`config.mk`:
```
export PLATFORM = sky130hd
export DESIGN_NAME = conv_top
export DESIGN_NICKNAME = d
export VERILOG_FILES = /design/src/conv_dp_pkg.sv /design/src/conv_cfg_pkg.sv /design/src/conv_regs.sv /design/src/feature_scan.sv /design/src/window_buffer.sv /design/src/ternary_mac.sv /design/src/conv_top.sv
export SDC_FILE = /design/constraint.sdc
export NUM_CORES = 2
export LEC_CHECK = 0
export BUFFER_PORTS_ARGS = -buffer_cell sky130_fd_sc_hd__buf_2
export CORE_ASPECT_RATIO = 0.7
export CORE_MARGIN = 5
export CORE_UTILIZATION = 50
export DETAILED_ROUTE_END_ITERATION = 8
export MAX_ROUTING_LAYER = met4
export PLACE_DENSITY = 0.66
export REMOVE_ABC_BUFFERS = 1
export SKIP_CTS_REPAIR_TIMING = 1
export SLEW_MARGIN = 20
export SYNTH_ARGS = -nofsm -noshare
export SYNTH_HDL_FRONTEND = slang
export SYNTH_SLANG_ARGS = --single-unit
```
`constraint.sdc`:
```
create_clock -name clk -period 15.5 [get_ports clk]
set_input_delay 2.325 -clock clk [delete_from_list [all_inputs] [get_ports clk]]
set_output_delay 2.325 -clock clk [all_outputs]
set_load 0.01 [all_outputs]
```
`src/conv_dp_pkg.sv`:
```
package conv_dp_pkg;

    //////////////////////////////////////////////////
    // image and kernel geometry
    //////////////////////////////////////////////////

    localparam int img_w  = 8;
    localparam int img_h  = 8;
    localparam int k_size = 3;
    localparam int n_taps = k_size * k_size;
    localparam int col_w  = $clog2(img_w);
    localparam int row_w  = $clog2(img_h);

    localparam int pix_w   = 8;
    localparam int wt_w    = 2;
    localparam int scale_w = 8;
    localparam int sum_w   = 13; // nine taps of +/-255
    localparam int res_w   = 21;

    localparam int n_pix = img_w * img_h;
    localparam int n_res = (img_w - k_size + 1) * (img_h - k_size + 1);

    // 00 and 10 both mean a zero weight
    localparam logic [wt_w-1:0] wt_pos = 2'b01;
    localparam logic [wt_w-1:0] wt_neg = 2'b11;

    typedef logic [$clog2(n_pix)-1:0] pix_addr_t;
    typedef logic [5:0]               res_addr_t;

    //////////////////////////////////////////////////
    // datapath payloads
    //////////////////////////////////////////////////

    typedef struct packed {
        logic             valid;
        logic             win_ok; // row and col both past the kernel edge
        logic [pix_w-1:0] data;
    } pix_t;

    typedef struct packed {
        logic                         valid;
        logic [n_taps-1:0][pix_w-1:0] taps; // tap 3*row + col
    } win_t;

    typedef struct packed {
        logic                    valid;
        logic signed [res_w-1:0] data;
    } res_t;

    typedef struct packed {
        logic             en;
        pix_addr_t        addr;
        logic [pix_w-1:0] data;
    } feat_wr_t;

endpackage

```
`src/conv_cfg_pkg.sv`:
```
package conv_cfg_pkg;

    //////////////////////////////////////////////////
    // apb register map
    //////////////////////////////////////////////////

    localparam int apb_aw = 12;
    localparam int apb_dw = 32;

    localparam logic [apb_aw-1:0] addr_ctrl    = 12'h000; // bit 0 starts a run
    localparam logic [apb_aw-1:0] addr_status  = 12'h004; // {done, busy}
    localparam logic [apb_aw-1:0] addr_weights = 12'h008;
    localparam logic [apb_aw-1:0] addr_scale   = 12'h00C;

    // write-only feature words 4 bytes apart
    localparam logic [apb_aw-1:0] feat_base = 12'h100;
    // sign-extended read-only result words
    localparam logic [apb_aw-1:0] res_base  = 12'h200;

    // nine ternary codes with tap 0 in the low bits
    localparam int wt_bits = conv_dp_pkg::n_taps * conv_dp_pkg::wt_w;

    //////////////////////////////////////////////////
    // run configuration
    //////////////////////////////////////////////////

    typedef struct packed {
        logic [wt_bits-1:0]              weights;
        logic [conv_dp_pkg::scale_w-1:0] scale;
    } conv_cfg_t;

endpackage

```
`src/conv_regs.sv`:
```
module conv_regs (
    input  logic                             clk,
    input  logic                             rst_n,
    input  logic [conv_cfg_pkg::apb_aw-1:0]  paddr,
    input  logic                             psel,
    input  logic                             penable,
    input  logic                             pwrite,
    input  logic [conv_cfg_pkg::apb_dw-1:0]  pwdata,
    output logic [conv_cfg_pkg::apb_dw-1:0]  prdata,
    output logic                             pready,
    output logic                             pslverr,
    output conv_dp_pkg::feat_wr_t            feat_wr,
    output conv_cfg_pkg::conv_cfg_t          cfg,
    output logic                             start,
    input  conv_dp_pkg::res_t                res
);

    logic access;
    logic wr;
    logic hit_ctrl;
    logic hit_status;
    logic hit_weights;
    logic hit_scale;
    logic hit_feat;
    logic hit_res;
    logic mapped;
    conv_dp_pkg::pix_addr_t word_idx;

    logic busy;
    logic done;
    conv_dp_pkg::res_addr_t res_idx;
    logic signed [conv_dp_pkg::res_w-1:0] res_mem [conv_dp_pkg::n_res];

    //////////////////////////////////////////////////
    // apb decode
    //////////////////////////////////////////////////

    assign access   = psel && penable;
    assign wr       = access && pwrite;
    assign word_idx = paddr[7:2];

    assign hit_ctrl    = (paddr == conv_cfg_pkg::addr_ctrl);
    assign hit_status  = (paddr == conv_cfg_pkg::addr_status);
    assign hit_weights = (paddr == conv_cfg_pkg::addr_weights);
    assign hit_scale   = (paddr == conv_cfg_pkg::addr_scale);
    assign hit_feat    = (paddr[11:8] == conv_cfg_pkg::feat_base[11:8]) && (paddr[1:0] == 2'b00);
    assign hit_res     = (paddr[11:8] == conv_cfg_pkg::res_base[11:8]) && (paddr[1:0] == 2'b00)
                         && (word_idx < conv_dp_pkg::pix_addr_t'(conv_dp_pkg::n_res));

    assign mapped  = hit_ctrl || hit_status || hit_weights || hit_scale || hit_feat || hit_res;
    assign pready  = 1'b1; // no wait states
    assign pslverr = access && (!mapped || (hit_res && pwrite));

    // feature writes land in the scanner at the access edge
    assign feat_wr.en   = wr && hit_feat && !busy;
    assign feat_wr.addr = word_idx;
    assign feat_wr.data = pwdata[conv_dp_pkg::pix_w-1:0];

    always_comb
    begin
        prdata = '0;
        if (hit_status)
            prdata[1:0] = {done, busy};
        else if (hit_weights)
            prdata[conv_cfg_pkg::wt_bits-1:0] = cfg.weights;
        else if (hit_scale)
            prdata[conv_dp_pkg::scale_w-1:0] = cfg.scale;
        else if (hit_res)
            prdata = {{(conv_cfg_pkg::apb_dw - conv_dp_pkg::res_w)
                         {res_mem[word_idx][conv_dp_pkg::res_w-1]}},
                      res_mem[word_idx]};
    end

    //////////////////////////////////////////////////
    // control and status
    //////////////////////////////////////////////////

    always_ff @(posedge clk or negedge rst_n)
    begin
        if (!rst_n)
        begin
            cfg     <= '0;
            start   <= 1'b0;
            busy    <= 1'b0;
            done    <= 1'b0;
            res_idx <= '0;
        end
        else
        begin
            start <= 1'b0;
            if (wr && hit_weights)
                cfg.weights <= pwdata[conv_cfg_pkg::wt_bits-1:0];
            if (wr && hit_scale)
                cfg.scale <= pwdata[conv_dp_pkg::scale_w-1:0];

            if (wr && hit_ctrl && pwdata[0] && !busy)
            begin
                start   <= 1'b1;
                busy    <= 1'b1;
                done    <= 1'b0;
                res_idx <= '0;
            end
            else if (res.valid)
            begin
                res_idx <= res_idx + 1'b1;
                if (res_idx == conv_dp_pkg::res_addr_t'(conv_dp_pkg::n_res - 1))
                begin
                    busy <= 1'b0; // last result just stored
                    done <= 1'b1;
                end
            end
        end
    end

    always_ff @(posedge clk)
    begin
        if (res.valid)
            res_mem[res_idx] <= res.data;
    end

    a_res_in_run: assert property (@(posedge clk) disable iff (!rst_n) res.valid |-> busy)
        else $error("result arrived outside a run");

    a_penable_psel: assert property (@(posedge clk) disable iff (!rst_n) $rose(penable) |-> psel)
        else $error("penable rose without psel");

endmodule

```
`src/feature_scan.sv`:
```
module feature_scan (
    input  logic                  clk,
    input  logic                  rst_n,
    input  conv_dp_pkg::feat_wr_t feat_wr,
    input  logic                  start,
    output conv_dp_pkg::pix_t     pix
);

    logic [conv_dp_pkg::pix_w-1:0] mem [conv_dp_pkg::n_pix];

    conv_dp_pkg::pix_addr_t          rd_cnt;
    logic                            running;
    logic [conv_dp_pkg::row_w-1:0]   rd_row;
    logic [conv_dp_pkg::col_w-1:0]   rd_col;

    logic                            pix_valid;
    logic                            pix_win_ok;
    logic [conv_dp_pkg::pix_w-1:0]   pix_data;

    // in raster order row and col are just fields of the count
    assign rd_col = rd_cnt[conv_dp_pkg::col_w-1:0];
    assign rd_row = rd_cnt[conv_dp_pkg::col_w +: conv_dp_pkg::row_w];

    //////////////////////////////////////////////////
    // feature memory with one write and one read port
    //////////////////////////////////////////////////

    always_ff @(posedge clk)
    begin
        if (feat_wr.en)
            mem[feat_wr.addr] <= feat_wr.data;
        pix_data <= mem[rd_cnt]; // 1 cycle read
    end

    //////////////////////////////////////////////////
    // read sequencer
    //////////////////////////////////////////////////

    always_ff @(posedge clk or negedge rst_n)
    begin
        if (!rst_n)
        begin
            rd_cnt     <= '0;
            running    <= 1'b0;
            pix_valid  <= 1'b0;
            pix_win_ok <= 1'b0;
        end
        else if (start || running)
        begin
            rd_cnt     <= rd_cnt + 1'b1; // wraps to 0 after the last pixel
            running    <= (rd_cnt != conv_dp_pkg::pix_addr_t'(conv_dp_pkg::n_pix - 1));
            pix_valid  <= 1'b1;
            pix_win_ok <= (int'(rd_row) >= conv_dp_pkg::k_size - 1)
                          && (int'(rd_col) >= conv_dp_pkg::k_size - 1);
        end
        else
        begin
            pix_valid  <= 1'b0;
            pix_win_ok <= 1'b0;
        end
    end

    assign pix = '{valid: pix_valid, win_ok: pix_win_ok, data: pix_data};

    a_no_restart: assert property (@(posedge clk) disable iff (!rst_n) start |-> !running)
        else $error("start during a scan");

endmodule

```
`src/window_buffer.sv`:
```
module window_buffer (
    input  logic              clk,
    input  logic              rst_n,
    input  conv_dp_pkg::pix_t pix,
    output conv_dp_pkg::win_t win
);

    // line_buf[0] holds the previous row and line_buf[1] the one before
    logic [conv_dp_pkg::pix_w-1:0] line_buf [2][conv_dp_pkg::img_w];
    logic [conv_dp_pkg::pix_w-1:0] row_in [conv_dp_pkg::k_size];
    logic [conv_dp_pkg::n_taps-1:0][conv_dp_pkg::pix_w-1:0] taps;
    logic win_valid;

    always_comb
    begin
        row_in[0] = line_buf[1][conv_dp_pkg::img_w-1];
        row_in[1] = line_buf[0][conv_dp_pkg::img_w-1];
        row_in[2] = pix.data; // current row
    end

    //////////////////////////////////////////////////
    // line buffers and taps
    //////////////////////////////////////////////////

    always_ff @(posedge clk)
    begin
        if (pix.valid)
        begin
            line_buf[0][0] <= pix.data;
            line_buf[1][0] <= line_buf[0][conv_dp_pkg::img_w-1];
            for (int b = 0; b < 2; b++)
            begin
                for (int n = 1; n < conv_dp_pkg::img_w; n++)
                    line_buf[b][n] <= line_buf[b][n-1];
            end

            // newest pixel enters at the right column
            for (int i = 0; i < conv_dp_pkg::k_size; i++)
            begin
                for (int j = 0; j < conv_dp_pkg::k_size - 1; j++)
                    taps[i*conv_dp_pkg::k_size + j] <= taps[i*conv_dp_pkg::k_size + j + 1];
                taps[i*conv_dp_pkg::k_size + conv_dp_pkg::k_size - 1] <= row_in[i];
            end
        end
    end

    always_ff @(posedge clk or negedge rst_n)
    begin
        if (!rst_n)
            win_valid <= 1'b0;
        else
            win_valid <= pix.valid && pix.win_ok;
    end

    assign win = '{valid: win_valid, taps: taps};

endmodule

```
`src/ternary_mac.sv`:
```
module ternary_mac (
    input  logic                    clk,
    input  logic                    rst_n,
    input  conv_dp_pkg::win_t       win,
    input  conv_cfg_pkg::conv_cfg_t cfg,
    output conv_dp_pkg::res_t       res
);

    logic signed [conv_dp_pkg::sum_w-1:0] acc;
    logic signed [conv_dp_pkg::sum_w-1:0] s1_sum;
    logic                                 s1_valid;
    logic signed [conv_dp_pkg::res_w-1:0] res_data;
    logic                                 res_valid;

    //////////////////////////////////////////////////
    // stage one ternary dot product
    //////////////////////////////////////////////////

    always_comb
    begin
        acc = '0;
        for (int n = 0; n < conv_dp_pkg::n_taps; n++)
        begin
            case (cfg.weights[n*conv_dp_pkg::wt_w +: conv_dp_pkg::wt_w])
                conv_dp_pkg::wt_pos:
                    acc = acc + {{(conv_dp_pkg::sum_w - conv_dp_pkg::pix_w){1'b0}}, win.taps[n]};
                conv_dp_pkg::wt_neg:
                    acc = acc - {{(conv_dp_pkg::sum_w - conv_dp_pkg::pix_w){1'b0}}, win.taps[n]};
                default:
                    acc = acc; // zero weight
            endcase
        end
    end

    always_ff @(posedge clk)
    begin
        s1_sum <= acc;
        // widen the unsigned scale before the signed multiply
        res_data <= s1_sum * $signed({1'b0, cfg.scale});
    end

    //////////////////////////////////////////////////
    // valid pipeline
    //////////////////////////////////////////////////

    always_ff @(posedge clk or negedge rst_n)
    begin
        if (!rst_n)
        begin
            s1_valid  <= 1'b0;
            res_valid <= 1'b0;
        end
        else
        begin
            s1_valid  <= win.valid;
            res_valid <= s1_valid;
        end
    end

    assign res = '{valid: res_valid, data: res_data};

endmodule

```
`src/conv_top.sv`:
```
module conv_top (
    input  logic                             clk,
    input  logic                             rst_n,
    input  logic [conv_cfg_pkg::apb_aw-1:0]  paddr,
    input  logic                             psel,
    input  logic                             penable,
    input  logic                             pwrite,
    input  logic [conv_cfg_pkg::apb_dw-1:0]  pwdata,
    output logic [conv_cfg_pkg::apb_dw-1:0]  prdata,
    output logic                             pready,
    output logic                             pslverr
);

    conv_dp_pkg::feat_wr_t   feat_wr;
    conv_cfg_pkg::conv_cfg_t cfg;
    logic                    start;
    conv_dp_pkg::pix_t       pix;
    conv_dp_pkg::win_t       win;
    conv_dp_pkg::res_t       res;

    conv_regs u_regs (
        .clk     (clk),
        .rst_n   (rst_n),
        .paddr   (paddr),
        .psel    (psel),
        .penable (penable),
        .pwrite  (pwrite),
        .pwdata  (pwdata),
        .prdata  (prdata),
        .pready  (pready),
        .pslverr (pslverr),
        .feat_wr (feat_wr),
        .cfg     (cfg),
        .start   (start),
        .res     (res)
    );

    feature_scan u_scan (.clk(clk), .rst_n(rst_n), .feat_wr(feat_wr), .start(start), .pix(pix));

    window_buffer u_win (.clk(clk), .rst_n(rst_n), .pix(pix), .win(win));

    ternary_mac u_mac (.clk(clk), .rst_n(rst_n), .win(win), .cfg(cfg), .res(res));

endmodule

```
# Word level (Yosys, flattened, before mapping)
# Memory sizes are Yosys's and may differ from the RTL's. A register that Yosys moved wholly into a read port is not among the register bits.
# Index checks and enable logic that the tools add are counted.
# Widths: inputs -> output; s select.
# op_classes
n_addsub	19
n_mul	1
n_lt_le_gt_ge	3
eq_ne	25
mux	33
reduce_logical	30
# op_table
operator	n
$pmux 13 s2	9
$add 13x8->13	8
$sub 13x8->13	8
$mux 32	1
$mux 30	1
$eq 12x4->1 const B	2
$mux 24	1
$mul 13x9->21	1
$eq 2x1->1 const B	9
$eq 2x2->1 const B	9
$mux 18	1
$logic_and 1x1->1	16
$mux 1	15
$mux 14	1
$add 6x1->6 const B	2
$eq 12x3->1 const B	1
$logic_not 12->1	1
$mux 6	2
$sub 1x8->9 const A	1
$mux 8	1
$logic_or 1x1->1	7
$eq 6x6->1 const B	1
$ge 3x2->1 const B	2
$lt 6x6->1 const B	1
8 further kinds	10
# totals
regBits	153
ram_bits	1396
input_bits	49
output_inout_bits	34
mem_count	3
# mem_list
name	words	width	rd	rd_clocked_by_memory_dff	write_ports	line	text
u_regs.res_mem	36	21	1	0	1	conv_regs.sv:32	logic signed [conv_dp_pkg::res_w-1:0] res_mem [conv_dp_pkg::n_res];
u_scan.mem	64	8	1	1	1	feature_scan.sv:9	logic [conv_dp_pkg::pix_w-1:0] mem [conv_dp_pkg::n_pix];
u_win.line_buf	2	64	2	0	2	window_buffer.sv:9	logic [conv_dp_pkg::pix_w-1:0] line_buf [2][conv_dp_pkg::img_w];

# Depth between registers and ports, before layout
# logic_depth
depth_word	18
ltp_mapped	60

# Hierarchy
# From an unflattened synthesis, not the netlist that was laid out.
# hier_totals
hier_cells	4278
hier_area_um2	68766.0
# modules_own_cells
mod	instances	cells_per_inst	area_each_um2	seq_area_each_um2
conv_regs	1	1621	31629.1	23577.6
feature_scan	1	942	20548.5	15760.1
ternary_mac	1	1512	11624.9	730.7
window_buffer	1	203	4963.5	4589.4

# Worst setup path after synthesis
# Ideal clock, no wire load.
# synth_path
path_type	reg-to-reg
startpoint	register u_regs.cfg[10] (netlist name)
endpoint	register u_mac.s1_sum[12] (netlist bit)
t_arrival_ns	10.966
required_time_ns	15.379
path_slack_ns	4.413
path_stages_with_launch	58
path_buffers	3
cell_sequence	dfrtp_1 > buf_2 > buf_1 > nand2_1 > mux2i_1 > ha_1 > nand3b_1 > nand2_1 > o311ai_0 > a31oi_2 > o21ai_0 > nor2b_1 > xnor2_1 > mux2_2 > ha_1 > a21o_1 > a211oi_1 > a21oi_1 > [... 22 more ...] > nand3_1 > nand2_1 > a41oi_1 > nor2b_1 > xnor2_1 > nand2_1 > o31ai_1 > ha_1 > or2_2 > a21oi_1 > a31oi_1 > xnor2_1 > nor2_1 > xnor2_1 > xnor3_1 > xor2_1 > xnor2_1 > xnor2_1
# synth_via
elab_chain_len	16
# synth_lines
element	line	text
$eq 2x2->1 or $eq 2x1->1 (tied branches)	ternary_mac.sv:24	case (cfg.weights[n*conv_dp_pkg::wt_w +: conv_dp_pkg::wt_w])
$pmux 13 s2 *	ternary_mac.sv:24	
$sub 13x8->13 or $add 13x8->13 (tied branches)	ternary_mac.sv:28, ternary_mac.sv:26	
$pmux 13 s2 *	ternary_mac.sv:24	
$sub 13x8->13 or $add 13x8->13 (tied branches)	ternary_mac.sv:28, ternary_mac.sv:26	
$pmux 13 s2 *	ternary_mac.sv:24	
$sub 13x8->13 or $add 13x8->13 (tied branches)	ternary_mac.sv:28, ternary_mac.sv:26	
$pmux 13 s2 *	ternary_mac.sv:24	
$sub 13x8->13 or $add 13x8->13 (tied branches)	ternary_mac.sv:28, ternary_mac.sv:26	
$pmux 13 s2 *	ternary_mac.sv:24	
$sub 13x8->13 or $add 13x8->13 (tied branches)	ternary_mac.sv:28, ternary_mac.sv:26	
$pmux 13 s2 *	ternary_mac.sv:24	
$sub 13x8->13 or $add 13x8->13 (tied branches)	ternary_mac.sv:28, ternary_mac.sv:26	
$pmux 13 s2 *	ternary_mac.sv:24	
$sub 13x8->13 or $add 13x8->13 (tied branches)	ternary_mac.sv:28, ternary_mac.sv:26	
$pmux 13 s2 *	ternary_mac.sv:24	
via u_mac.acc (one bit)	ternary_mac.sv:9	logic signed [conv_dp_pkg::sum_w-1:0] acc;
end signal, assigned	ternary_mac.sv:37	s1_sum <= acc;
end, declared	ternary_mac.sv:10	logic signed [conv_dp_pkg::sum_w-1:0] s1_sum;
# The timed path passes the listed nets; every way through them passes the cells marked *.
# A chain may end at the register's enable or synchronous reset.

# Worst setup path in the final report
# layout_path
startpoint	register u_win.taps, in the netlist u_win.win[0]
endpoint	register u_mac.s1_sum[12] (netlist bit)
# layout_via
elab_chain_len	18
# layout_lines
element	line	text
start, declared	window_buffer.sv:11	logic [conv_dp_pkg::n_taps-1:0][conv_dp_pkg::pix_w-1:0] taps;
start signal, assigned by index	window_buffer.sv:41	taps[i*conv_dp_pkg::k_size + j] <= taps[i*conv_dp_pkg::k_size + j + 1];
start signal, assigned by index	window_buffer.sv:42	taps[i*conv_dp_pkg::k_size + conv_dp_pkg::k_size - 1] <= row_in[i];
$sub 1x8->9	ternary_mac.sv:28	acc = acc - {{(conv_dp_pkg::sum_w - conv_dp_pkg::pix_w){1'b0}}, win.taps[n]};
$pmux 13 s2 *	ternary_mac.sv:24	
$sub 13x8->13 or $add 13x8->13 (tied branches)	ternary_mac.sv:28, ternary_mac.sv:26	
$pmux 13 s2 *	ternary_mac.sv:24	
$sub 13x8->13 or $add 13x8->13 (tied branches)	ternary_mac.sv:28, ternary_mac.sv:26	
$pmux 13 s2 *	ternary_mac.sv:24	
$sub 13x8->13 or $add 13x8->13 (tied branches)	ternary_mac.sv:28, ternary_mac.sv:26	
$pmux 13 s2 *	ternary_mac.sv:24	
[... 3 more ...]	--	
$pmux 13 s2 *	ternary_mac.sv:24	
$sub 13x8->13 or $add 13x8->13 (tied branches)	ternary_mac.sv:28, ternary_mac.sv:26	
$pmux 13 s2 *	ternary_mac.sv:24	
$sub 13x8->13 or $add 13x8->13 (tied branches)	ternary_mac.sv:28, ternary_mac.sv:26	
$pmux 13 s2 *	ternary_mac.sv:24	
$sub 13x8->13 or $add 13x8->13 (tied branches)	ternary_mac.sv:28, ternary_mac.sv:26	
$pmux 13 s2 *	ternary_mac.sv:24	
via u_mac.acc (one bit)	ternary_mac.sv:9	
# Marks and branches as above.

==> flow_metrics.py <==
metrics = {
    "clocking": {
        "clk_pin_slew_worst_paths_ps": 70,
        "cts_made_buffers": 144,
        "cts_buffer_depth": 3,
        "cts_tree": "built",
        "clockRootBuffer": "clkbuf_16",
        "cts_sinks": 1509,
        "worstSkewPairLatency_ps": 800,
        "htreeDepth": 4,
    },
    "power": {
        "leakage_nw": 24.5,
        "powerDensity_mw_per_mm2": 110,
        "p_total_w": 0.00816,
        "ir_drop_uv": 130,
    },
    "detailed_routing": {
        "ant_nets": 0,
        "drc": 0,
        "first_iter_violations": 3621,
        "drt_pass1_iterations": 6,
        "wirelength_mm": 150,
        "post_drt_wl_per_cell_um": 25.8,
        "dr_total_vias": 34370,
        "viasPerCell": 5.91,
    },
    "setup_path": {
        "end_kind": "flip-flop",
        "reg2regPathDepth": 55,
        "cpPeakStageDelay_ps": 510,
        "start_kind": "flip-flop",
        "critPathMostFrequentCell": "ha_1",
        "slowest_stage": "or3b_2",
        "required_ps": 16190,
        "worst-path-max-fanout": 8,
        "critPathCapture": "u_mac.s1_sum[12]",
        "cp-startpoint": "u_win.win[0]",
        "reg2reg_from": "u_win.win[0]",
        "crit_type": "flip-flop to flip-flop",
        "arrival_ps": 12940,
        "regToRegSetupSlack_ps": 3250,
        "worstReg2RegEnd": "u_mac.s1_sum[12]",
    },
    "yosys": {
        "syn_area_mm2": 0.0669,
        "syn_inst": 3826,
        "ys.warnings.count": 0,
        "synth.distinct_cells": 94,
        "yosys-top-cells-area": "edfxtp_1 (64%), mux4_2 (13%), ha_1 (2.7%)",
        "synthArstFlopShare": 0.0311,
        "yosysTopAreaCell": "edfxtp_1",
        "synth-seq-area-share": 0.668,
        "synthMuxAreaShare": 0.148,
        "syn_avg_cell_area_um2": 17.5,
        "synth-compound-area-share": 0.0389,
        "synth_flop_cell": "edfxtp_1",
        "ys_ff_latch": 1509,
        "synth-xor-area-share": 0.0198,
        "synth-simple-area-share": 0.0494,
        "synth-edff-count": 1420,
        "yosys.area_share.adder": 0.0547,
        "synth_top_family_by_area": "multiplexers",
        "synth_top_area_share": 0.638,
    },
    "finish": {
        "regArea_mm2": 0.0447,
        "final_core_util": 0.557,
        "fillers": 10143,
        "final_cell_area_mm2": 0.0742,
        "drive_above_1_share": 0.219,
        "multi_input_area_mm2": 0.0210,
        "synthToLayoutAreaGrowth_pct": 10.9,
        "nNetsFinal": 4214,
    },
    "placement": {
        "gp_congestion": 0.839,
        "hpwl_mm": 93.3,
        "io_buffers": 67,
        "dpl-instance-area_mm2": 0.0694,
    },
    "hold_path": {
        "hp-class": "flip-flop to flip-flop",
    },
    "global_routing": {
        "track_usage": 0.222,
        "grt_max_degree": 127,
        "grt_pass1_vias": 34280,
        "antenna_found_initial": 7,
        "grt_first_pass_wirelength_mm": 224,
        "grt_overflow": 0,
    },
    "die": {
        "dieWidth_um": 447,
        "die_area_mm2": 0.141,
        "io_pins": 83,
        "row_count": 112,
        "design.core.area_mm2": 0.133,
        "die_h_um": 316,
        "initial_core_util": 0.502,
    },
    "timing": {
        "fmax_ghz": 0.0816,
        "setup_viol": 0,
        "tightest_slew_ps": 1040,
        "clock_skew_ps": 42.6,
        "finalCritPeriodShare": 0.791,
        "setup_tns_ps": 0,
        "relSlewSlack": 0.305,
        "hold_ws_ps": 367,
        "finalCriticalPeriod_ps": 12250,
        "hold_viol_final": 0,
        "rsz0062_at_grt": "false",
        "drv_slew": 0,
    },
    "flow_run": {
        "drv_cap": 0,
    },
    "run_status": {
        "status": "complete, no violations",
    },
}
==> synthesized netlist by cell type, types with 17 or more instances <==
cell type     n
edfxtp_1   1420
mux4_2      399
nor2_1      243
inv_1       190
nand2_1     169
ha_1        146
o21ai_0     115
clkbuf_1    104
a21oi_1      90
fa_1         90
and2_1       88
xnor2_1      86
xor2_1       61
buf_1        53
mux2_2       50
dfrtp_1      47
dfxtp_1      42
mux2i_1      36
nor2b_1      36
a21o_1       34
nand2b_1     26
o21a_1       24
nand3_1      22
nor3_1       21
o31ai_1      20
a21boi_0     17
==> logic make-up (layout without fill, tap and decap cells) <==
| kind of cell | count (synthesis) | after routing |
|---|---|---|
| buf+inv | 362 | 583 |
| fa+ha+maj | 239 | 239 |
| xor+xnor | 149 | 149 |
| other cells | 1 | 5 |
| flops | 1509 | 1509 |
| compound gates | 396 | 396 |
| simple gates | 684 | 684 |
| mux | 486 | 486 |
==> layer usage <==
| layer | share of wire | GRT usage | up-vias |
|---|---|---|---|
| met3 | 0.083 | 0.0510 | 182 |
| li1 | - | - | 15123 |
| met1 | 0.46 | 0.336 | 17799 |
| met5 | 0 | - | - |
| met4 | 0.015 | 0.0452 | 0 |
| met2 | 0.44 | 0.314 | 1266 |
==> metrics by stage <==
step | setup slack, ps | std cells
after floorplan | 4570 | 3654
after global placement | 3480 | 5550
after detailed placement | 3390 | 5550
after CTS | 3290 | 5814
after global routing | 2270 | 5818
final | 3250 | 5818
==> sequential cells by signal, indices dropped and copies added, names as in the netlist, 8 cells and up <==
name,count
u_win.win,66
u_regs.res_mem,756
u_mac.res_data,21
u_mac.s1_sum,13
u_regs.cfg,26
u_win.line_buf,86
u_scan.pix_data,8
u_scan.mem,512
==> critical path: cells and delay by family, from the launching register on <==
| family | cells | cell delay [ps] |
|---|---|---|
| multiplexers | 2 | 610 |
| AND/OR/NAND/NOR | 12 | 2370 |
| buffers and inverters | 3 | 270 |
| AO/OA/AOI/OAI | 19 | 3740 |
| flip-flops | 1 | 460 |
| XOR/XNOR | 10 | 1760 |
| adder cells (fa/ha/maj) | 9 | 2920 |
==> cells in the final DEF (no fill, tap or decap), types with 43 or more instances in the layout <==
cell type and count:
a21oi_1 90, and2_1 88, buf_2 64, buf_4 61, clkbuf_16 148, dfrtp_1 43
edfxtp_1 1420, fa_1 90, ha_1 146, inv_1 190, mux2_2 50, mux4_2 399
nand2_1 169, nor2_1 207, o21ai_0 115, xnor2_1 86, xor2_1 61
==> worst min path at each step <==
stage                              start         endpoint  slack (ps)  depth (start not counted)
after floorplan           u_mac.s1_valid  u_mac.res_valid         330                          0
after global placement    u_mac.s1_valid  u_mac.res_valid         350                          0
after detailed placement  u_mac.s1_valid  u_mac.res_valid         350                          0
after CTS                 u_mac.s1_valid  u_mac.res_valid         370                          0
after global routing      u_mac.s1_valid  u_mac.res_valid         380                          0
final                     u_mac.s1_valid  u_mac.res_valid         370                          0
==> area by class of cell <==
type / instances / share of cell area
Sequential cell: 1509 / 0.602
Multi-Input combinational cell: 1955 / 0.282
Clock buffer: 180 / 0.0517
Tap cell: 1767 / 0.0298
Clock inverter: 84 / 0.0125
Timing Repair Buffer: 129 / 0.0114
Inverter: 190 / 0.00961
Antenna cell: 4 / 0.000135
==> power breakdown <==
group | internal [W] | switching, W | leakage (nW) | total, W
clock | 0.00200 | 0.00156 | 2.31 | 0.00356
combinational | 0.0000607 | 0.000107 | 9.00 | 0.000168
sequential | 0.00442 | 0.0000104 | 13.2 | 0.00443
No activity file was read; power rests on OpenSTA's default activity.
